**config.mk**
```make
export PLATFORM = sky130hd
export DESIGN_NAME = soc_ctrl_top
export DESIGN_NICKNAME = d
export VERILOG_FILES = /design/src/source/csr_pkg.sv /design/src/source/board_pkg.sv /design/src/source/soc_ctrl_top.sv /design/src/source/activity_led.sv /design/src/source/sysctl_gpio.sv /design/src/source/host_csr_bridge.sv /design/src/source/reset_seq.sv
export SDC_FILE = /design/constraint.sdc
export NUM_CORES = 1
export LEC_CHECK = 0
export ABC_AREA = 0
export BUFFER_PORTS_ARGS = -buffer_cell sky130_fd_sc_hd__buf_2
export CAP_MARGIN = 20
export CELL_PAD_IN_SITES_DETAIL_PLACEMENT = 1
export CELL_PAD_IN_SITES_GLOBAL_PLACEMENT = 1
export CORE_MARGIN = 2
export CORE_UTILIZATION = 49
export DETAILED_ROUTE_END_ITERATION = 8
export PLACE_DENSITY_LB_ADDON = 0.1
export SETUP_SLACK_MARGIN = 0.2
export SYNTH_ARGS = -nofsm -noshare
export SYNTH_HDL_FRONTEND = slang
export SYNTH_HIERARCHICAL = 1
export SYNTH_SLANG_ARGS = --single-unit
```
**constraint.sdc**
```tcl
create_clock -name sys_clk -period 5.99 [get_ports sys_clk]
set_input_delay 0.2995 -clock sys_clk [delete_from_list [all_inputs] [get_ports sys_clk]]
set_output_delay 0.2995 -clock sys_clk [all_outputs]
set_load 0.01 [all_outputs]
```
**src/source/csr_pkg.sv**
```systemverilog
/*
 * CSR bus package
 * Address layout, bus and host request structs, sysctl register map
 */
package csr_pkg;

	localparam int CSR_ADDR_W = 14;
	localparam int CSR_BANK_W = 4;
	localparam int CSR_REG_W  = 10;
	localparam int CSR_DATA_W = 32;

	// Bank in the upper nibble
	typedef struct packed {
		logic [CSR_BANK_W-1:0] bank;
		logic [CSR_REG_W-1:0]  regnum;
	} csr_addr_fields_t;

	// Raw view for the bridge, decoded view for slaves
	typedef union packed {
		logic [CSR_ADDR_W-1:0] raw;
		csr_addr_fields_t      f;
	} csr_addr_u;

	// Bridge to slave
	typedef struct packed {
		csr_addr_u             addr;
		logic                  we;
		logic [CSR_DATA_W-1:0] wdata;
	} csr_req_t;

	// As presented on the host port
	typedef struct packed {
		csr_addr_u             addr;
		logic                  we;
		logic [CSR_DATA_W-1:0] wdata;
	} host_req_t;

	// ------------------------------
	// System controller map
	// ------------------------------
	localparam logic [CSR_BANK_W-1:0] SYSCTL_BANK    = 4'd1;
	localparam logic [CSR_REG_W-1:0]  REG_GPIO_IN    = 10'd0;
	localparam logic [CSR_REG_W-1:0]  REG_GPIO_OUT   = 10'd1;
	localparam logic [CSR_REG_W-1:0]  REG_IRQ_PEND   = 10'd2;
	localparam logic [CSR_REG_W-1:0]  REG_SYSTEM_ID  = 10'd3;
	localparam logic [CSR_REG_W-1:0]  REG_HARD_RESET = 10'd4;

	// "X401"
	localparam logic [CSR_DATA_W-1:0] SYSTEM_ID = 32'h58343031;

endpackage

```
**src/source/board_pkg.sv**
```systemverilog
/*
 * Board pin package
 * Pin counts, reset and LED timing, and the GPIO pin layout
 */
package board_pkg;

	// Front panel inputs
	localparam int BTN_W      = 5;
	localparam int DIPSW_W    = 8;

	// GPIO words, switches sit above buttons
	localparam int GPIO_IN_W  = 13;
	localparam int GPIO_OUT_W = 14;

	// ------------------------------
	// Timing, in sys_clk cycles
	// ------------------------------
	localparam int DEBOUNCE_CYCLES  = 1024;
	localparam int FLASH_RST_CYCLES = 128;
	localparam int STRETCH_CYCLES   = 256;

	// LCD pins, e lands in the lowest bit
	typedef struct packed {
		logic [3:0] data;
		logic       rw;
		logic       rs;
		logic       e;
	} lcd_pins_t;

	// Same bit order as the GPIO output register
	typedef struct packed {
		lcd_pins_t  lcd;
		logic [4:0] btnled;
		logic [1:0] led;
	} gpio_pins_t;

endpackage
```
**src/source/soc_ctrl_top.sv**
```systemverilog
/*
 * Board control top level
 * Reset sequencing, host CSR bridge, system controller and RX LED
 */
`timescale 1ns/1ps

module soc_ctrl_top (
	input  logic                           sys_clk,
	input  logic                           rst_i,
	input  logic                           board_reset_n_i,
	input  csr_pkg::host_req_t             host_req_i,
	input  logic                           host_req_valid_i,
	output logic                           host_ack_o,
	output logic [csr_pkg::CSR_DATA_W-1:0] host_rdata_o,
	input  logic [board_pkg::BTN_W-1:0]    btn_i,
	input  logic [board_pkg::DIPSW_W-1:0]  dipsw_i,
	input  logic                           uart_rxd_i,
	output board_pkg::gpio_pins_t          gpio_pins_o,
	output logic                           gpio_irq_o,
	output logic                           rx_led_o,
	output logic                           flash_reset_n_o
);
	import board_pkg::*;
	import csr_pkg::*;

	logic                  periph_rst;
	logic                  hard_reset;
	csr_req_t              csr_req;
	logic                  csr_strobe;
	logic [CSR_DATA_W-1:0] csr_rdata;
	logic [GPIO_IN_W-1:0]  gpio_in;

	// ------------------------------
	// Resets
	// ------------------------------
	reset_seq reset_seq_inst (
		.sys_clk         (sys_clk),
		.rst_i           (rst_i),
		.board_reset_n_i (board_reset_n_i),
		.hard_reset_i    (hard_reset),
		.periph_rst_o    (periph_rst),
		.flash_reset_n_o (flash_reset_n_o)
	);

	// Power-on reset only, survives peripheral reset
	host_csr_bridge host_csr_bridge_inst (
		.sys_clk          (sys_clk),
		.rst_i            (rst_i),
		.host_req_i       (host_req_i),
		.host_req_valid_i (host_req_valid_i),
		.host_ack_o       (host_ack_o),
		.host_rdata_o     (host_rdata_o),
		.csr_req_o        (csr_req),
		.csr_strobe_o     (csr_strobe),
		.csr_rdata_i      (csr_rdata)
	);

	// Switches above buttons
	assign gpio_in = {dipsw_i, btn_i};

	// Single CSR slave, read data goes straight back
	sysctl_gpio sysctl_gpio_inst (
		.sys_clk      (sys_clk),
		.periph_rst_i (periph_rst),
		.csr_req_i    (csr_req),
		.csr_strobe_i (csr_strobe),
		.csr_rdata_o  (csr_rdata),
		.gpio_in_i    (gpio_in),
		.gpio_pins_o  (gpio_pins_o),
		.gpio_irq_o   (gpio_irq_o),
		.hard_reset_o (hard_reset)
	);

	// UART RX activity
	activity_led rx_led_inst (
		.sys_clk (sys_clk),
		.rst_i   (rst_i),
		.line_i  (uart_rxd_i),
		.led_o   (rx_led_o)
	);

endmodule

```
**src/source/activity_led.sv**
```systemverilog
/*
 * Activity LED stretcher
 * Keeps the LED lit long enough to see short low pulses on a line
 */
`timescale 1ns/1ps

module activity_led (
	input  logic sys_clk,
	input  logic rst_i,
	input  logic line_i,
	output logic led_o
);
	import board_pkg::*;

	typedef logic [$clog2(STRETCH_CYCLES+1)-1:0] stretch_cnt_t;

	stretch_cnt_t stretch_cnt;

	always_ff @(posedge sys_clk) begin
		if (rst_i) begin
			stretch_cnt <= '0;
			led_o       <= 1'b0;
		end else begin
			// Low line means traffic, reload
			if (!line_i)
				stretch_cnt <= stretch_cnt_t'(STRETCH_CYCLES);
			else if (stretch_cnt != '0)
				stretch_cnt <= stretch_cnt - 1'b1;
			led_o <= (stretch_cnt != '0);
		end
	end

endmodule

```
**src/source/sysctl_gpio.sv**
```systemverilog
/*
 * System controller
 * GPIO in/out registers, change interrupt, system ID and hard reset,
 * with the output word mapped onto the board pins
 */
`timescale 1ns/1ps

module sysctl_gpio (
	input  logic                            sys_clk,
	input  logic                            periph_rst_i,
	input  csr_pkg::csr_req_t               csr_req_i,
	input  logic                            csr_strobe_i,
	output logic [csr_pkg::CSR_DATA_W-1:0]  csr_rdata_o,
	input  logic [board_pkg::GPIO_IN_W-1:0] gpio_in_i,
	output board_pkg::gpio_pins_t           gpio_pins_o,
	output logic                            gpio_irq_o,
	output logic                            hard_reset_o
);
	import board_pkg::*;
	import csr_pkg::*;

	logic [GPIO_IN_W-1:0]  gpio_meta;
	logic [GPIO_IN_W-1:0]  gpio_sync;
	logic [GPIO_IN_W-1:0]  gpio_prev;
	logic [GPIO_OUT_W-1:0] gpio_out;
	logic [CSR_REG_W-1:0]  reg_num;
	logic                  irq_pend;
	logic                  hard_reset_q;
	logic                  bank_sel;
	logic                  wr_en;
	logic                  gpio_change;

	// Address decode
	assign reg_num  = csr_req_i.addr.f.regnum;
	assign bank_sel = csr_strobe_i && (csr_req_i.addr.f.bank == SYSCTL_BANK);
	assign wr_en    = bank_sel && csr_req_i.we;

	// ------------------------------
	// GPIO inputs
	// ------------------------------
	always_ff @(posedge sys_clk) begin
		gpio_meta <= gpio_in_i;
		gpio_sync <= gpio_meta;
		// Previous sample for edge detect
		gpio_prev <= gpio_sync;
	end

	assign gpio_change = (gpio_sync != gpio_prev);

	// Writable state
	always_ff @(posedge sys_clk) begin
		if (periph_rst_i) begin
			gpio_out     <= '0;
			irq_pend     <= 1'b0;
			hard_reset_q <= 1'b0;
		end else begin
			// One cycle pulse per write
			hard_reset_q <= wr_en && (reg_num == REG_HARD_RESET);
			if (wr_en && reg_num == REG_GPIO_OUT)
				gpio_out <= csr_req_i.wdata[GPIO_OUT_W-1:0];
			// New change beats a clear in the same cycle
			if (gpio_change)
				irq_pend <= 1'b1;
			else if (wr_en && reg_num == REG_IRQ_PEND)
				irq_pend <= 1'b0;
		end
	end

	// ------------------------------
	// Read data, one cycle after strobe
	// ------------------------------
	always_ff @(posedge sys_clk) begin
		if (periph_rst_i) begin
			csr_rdata_o <= '0;
		end else begin
			csr_rdata_o <= '0;
			if (bank_sel) begin
				case (reg_num)
					REG_GPIO_IN:   csr_rdata_o <= CSR_DATA_W'(gpio_sync);
					REG_GPIO_OUT:  csr_rdata_o <= CSR_DATA_W'(gpio_out);
					REG_IRQ_PEND:  csr_rdata_o <= CSR_DATA_W'(irq_pend);
					REG_SYSTEM_ID: csr_rdata_o <= SYSTEM_ID;
					// Hard reset reads as zero
					default:       csr_rdata_o <= '0;
				endcase
			end
		end
	end

	// LEDs, button LEDs, then LCD
	assign gpio_pins_o  = gpio_pins_t'(gpio_out);
	assign gpio_irq_o   = irq_pend;
	assign hard_reset_o = hard_reset_q;

endmodule

```
**src/source/host_csr_bridge.sv**
```systemverilog
/*
 * Host to CSR bridge
 * Turns a four-phase req/ack host access into one CSR bus strobe
 */
`timescale 1ns/1ps

module host_csr_bridge (
	input  logic                           sys_clk,
	input  logic                           rst_i,
	input  csr_pkg::host_req_t             host_req_i,
	input  logic                           host_req_valid_i,
	output logic                           host_ack_o,
	output logic [csr_pkg::CSR_DATA_W-1:0] host_rdata_o,
	output csr_pkg::csr_req_t              csr_req_o,
	output logic                           csr_strobe_o,
	input  logic [csr_pkg::CSR_DATA_W-1:0] csr_rdata_i
);
	import csr_pkg::*;

	typedef enum logic [1:0] {
		ST_IDLE,
		ST_ISSUE,
		ST_ACK
	} state_t;

	state_t   state;
	csr_req_t req_q;

	// ------------------------------
	// Handshake FSM
	// ------------------------------
	always_ff @(posedge sys_clk) begin
		if (rst_i) begin
			state      <= ST_IDLE;
			host_ack_o <= 1'b0;
		end else begin
			case (state)
				ST_IDLE: begin
					if (host_req_valid_i)
						state <= ST_ISSUE;
				end
				// Strobe is out for this one cycle
				ST_ISSUE: begin
					state <= ST_ACK;
				end
				ST_ACK: begin
					// First edge here lands the slave data
					if (!host_ack_o) begin
						host_ack_o <= 1'b1;
					end else if (!host_req_valid_i) begin
						host_ack_o <= 1'b0;
						state      <= ST_IDLE;
					end
				end
				default: state <= ST_IDLE;
			endcase
		end
	end

	// Request and read data capture
	always_ff @(posedge sys_clk) begin
		if (state == ST_IDLE && host_req_valid_i) begin
			req_q.addr  <= host_req_i.addr;
			req_q.we    <= host_req_i.we;
			req_q.wdata <= host_req_i.wdata;
		end
		// Held until the next access, writes included
		if (state == ST_ACK && !host_ack_o)
			host_rdata_o <= csr_rdata_i;
	end

	assign csr_req_o    = req_q;
	assign csr_strobe_o = (state == ST_ISSUE);

endmodule

```
**src/source/reset_seq.sv**
```systemverilog
/*
 * Reset sequencer
 * Debounces the board reset button, handles hard reset requests and
 * releases the flash/codec reset ahead of the peripheral reset
 */
`timescale 1ns/1ps

module reset_seq (
	input  logic sys_clk,
	input  logic rst_i,
	input  logic board_reset_n_i,
	input  logic hard_reset_i,
	output logic periph_rst_o,
	output logic flash_reset_n_o
);
	import board_pkg::*;

	typedef logic [$clog2(DEBOUNCE_CYCLES+1)-1:0] debounce_cnt_t;
	typedef logic [$clog2(FLASH_RST_CYCLES+1)-1:0] flash_cnt_t;

	logic          btn_meta;
	logic          btn_sync;
	logic          restart;
	debounce_cnt_t debounce_cnt;
	flash_cnt_t    flash_cnt;

	// Button is active low, idle state is high
	always_ff @(posedge sys_clk) begin
		if (rst_i) begin
			btn_meta <= 1'b1;
			btn_sync <= 1'b1;
		end else begin
			btn_meta <= board_reset_n_i;
			btn_sync <= btn_meta;
		end
	end

	// ------------------------------
	// Peripheral reset debounce
	// ------------------------------
	assign restart = rst_i || !btn_sync || hard_reset_i;

	// Any activity reloads the full hold time
	always_ff @(posedge sys_clk) begin
		if (restart)
			debounce_cnt <= debounce_cnt_t'(DEBOUNCE_CYCLES);
		else if (debounce_cnt != '0)
			debounce_cnt <= debounce_cnt - 1'b1;
	end

	assign periph_rst_o = (debounce_cnt != '0);

	// Flash reset, hard reset leaves it alone
	always_ff @(posedge sys_clk) begin
		if (rst_i || !btn_sync)
			flash_cnt <= '0;
		else if (flash_cnt != flash_cnt_t'(FLASH_RST_CYCLES))
			flash_cnt <= flash_cnt + 1'b1;
	end

	// Released once the counter saturates
	assign flash_reset_n_o = (flash_cnt == flash_cnt_t'(FLASH_RST_CYCLES));

endmodule

```
==> metrics.txt <==
post-route setup TNS 0 ps; GPL Wtd Cong 0.786; Core ar. 11,400 um^2; largest net degree at the start of global routing 33; Rows 39; Post-Syn Instances 433; Yosys Warn Count 6; final wirelength 11,900 um; insertion delay to the later sink of the worst-skew pair 420 ps; Critical Path Sink Type register; post-CTS setup buffers 0; die area 12,600 um^2; area of the multi-input gates 1600 um^2; Fmax 397 MHz; global-route usage over all layers 0.201; drt pass-1 iters 4; Area growth, synth to finish 21.3%; fin area 6940 um^2; FF+latch area 3910 um^2; startpoint types register; pins over their slew limit 0; Crit path required time 6330 ps; IO Pins 115; Sink Count 165; TritonCTS clock tree yes; initial core utilization 0.501; via count 3,579; CTS Buffer Depth 2; Tcrit/Tclk final 0.421; pre-CTS setup slack 3480 ps; Hold Vio Cnt, Final 0; Final Skew 9.12 ps; leakage power 2.89 nW; die width 112 um; Pwr Density 384 nW/um^2; initial antenna violation count 0; min-delay worst type input port to register; H-tree depth 4; run status finished, final reports clean; Worst-path clk slew 60 ps; post-route ant nets 0; min Tclk post-route 2520 ps; wire per inst 17.0 um; # placed instances 654; vias in the first global route 3,863; Initial DRC Count 130; DP HPWL 7710 um; critical path class register to register; Cell Area, Placed 6230 um^2; RSZ-0062 raised after global routing false; root buffer selected by CTS clkbuf_16; Antenna Cells 0; TritonCTS buffer count 17; most frequent cells in the layout dfxtp_1, buf_2, edfxtp_1; Mapped Area 5720 um^2; fill cell count 1,162; layout net count 612; headroom to the max-slew limit 0.339; GR Overflow Total 0; Max-cap violations 0; # setup viols final 0; Port Buffer Count 96; post-DR vias/cell 5.12; DRC errors left 0; Finished Layout Cells 699; Slew @ Worst Pin 989 ps; peak supply drop 0.242 mV; share of layout cells above drive strength 1 0.272; Arrival @ worst endpoint 2870 ps; hold slack final 50.9 ps; Mapped Avg Cell Area 13.2 um^2; Die H 112 um; commonest non-fill, non-tap cell in the layout dfxtp_1; largest fanout on the critical path 26; Setup WS post-layout 3470 ps; first-pass GRT wire length 19,300 um
[what timing repair did]
action,in CTS,in global routing
setup endpoints to repair,0,0
resized for setup,0,0
hold endpoints to repair,13,0
hold buffers,13,0
[flip-flops by register name (all words and copies together) (netlist names)]
name,cells
sysctl_gpio_inst/csr_rdata_o,15
reset_seq_inst/btn_meta,1
host_csr_bridge_inst/host_rdata_o,32
rx_led_inst/stretch_cnt,9
rx_led_inst/led_o,1
sysctl_gpio_inst/gpio_prev,13
host_csr_bridge_inst/host_ack_o,1
reset_seq_inst/debounce_cnt,11
sysctl_gpio_inst/gpio_sync,13
sysctl_gpio_inst/hard_reset_o,1
host_csr_bridge_inst/csr_req_o,29
sysctl_gpio_inst/gpio_meta,13
reset_seq_inst/btn_sync,1
host_csr_bridge_inst/state,2
reset_seq_inst/flash_cnt,8
sysctl_gpio_inst/gpio_irq_o,1
sysctl_gpio_inst/gpio_pins_o,14
[worst paths after layout]
kind	startpoint	endpoint	slack [ps]	cells past startpoint
min	host_req_i[11]	host_csr_bridge_inst/csr_req_o[11]	50	1
max	reset_seq_inst/debounce_cnt[0]	sysctl_gpio_inst/csr_rdata_o[7]	3470	8
min reg2reg	sysctl_gpio_inst/gpio_meta[7]	sysctl_gpio_inst/gpio_sync[7]	330	0
max reg2reg	reset_seq_inst/debounce_cnt[0]	sysctl_gpio_inst/csr_rdata_o[7]	3470	8
[layout make-up]
class,instances,share of cell area
Sequential cell,165,0.564
Multi-Input combinational cell,237,0.231
Timing Repair Buffer,110,0.0890
Clock buffer,24,0.0755
Tap cell,143,0.0258
Clock inverter,8,0.00865
Inverter,12,0.00649
[worst max-delay path, cell delays in order (launching register included)]
cell	delay, ps
dfxtp_1	320
inv_1	90
ha_1	180
nor4b_4	290
and3_4	290
inv_2	220
nand3b_1	270
or3_1	570
nor2_1	220
[layer usage]
metal / track usage / part of all wire
met1: 0.221 / 0.41
met2: 0.370 / 0.53
met3: 0.0572 / 0.043
met4: 0.0732 / 0.014
met5: 0 / 0
[per-stage QoR]
step | power [mW] | utilization
6_report | 2.66 | 0.608
5_1_grt | 2.77 | 0.608
4_1_cts | 2.68 | 0.608
3_5_place_dp | 1.63 | 0.545
3_3_place_gp | 1.61 | 0.545
2_1_floorplan | 1.55 | -
[report_power, final]
group	switching (mW)	internal (mW)	total, mW	leakage [nW]
clock	0.429	0.617	1.05	0.288
sequential	0.0711	1.25	1.32	1.43
combinational	0.157	0.140	0.297	1.18
total	0.657	2.01	2.66	2.89
Power figures use the tool's default switching activity.
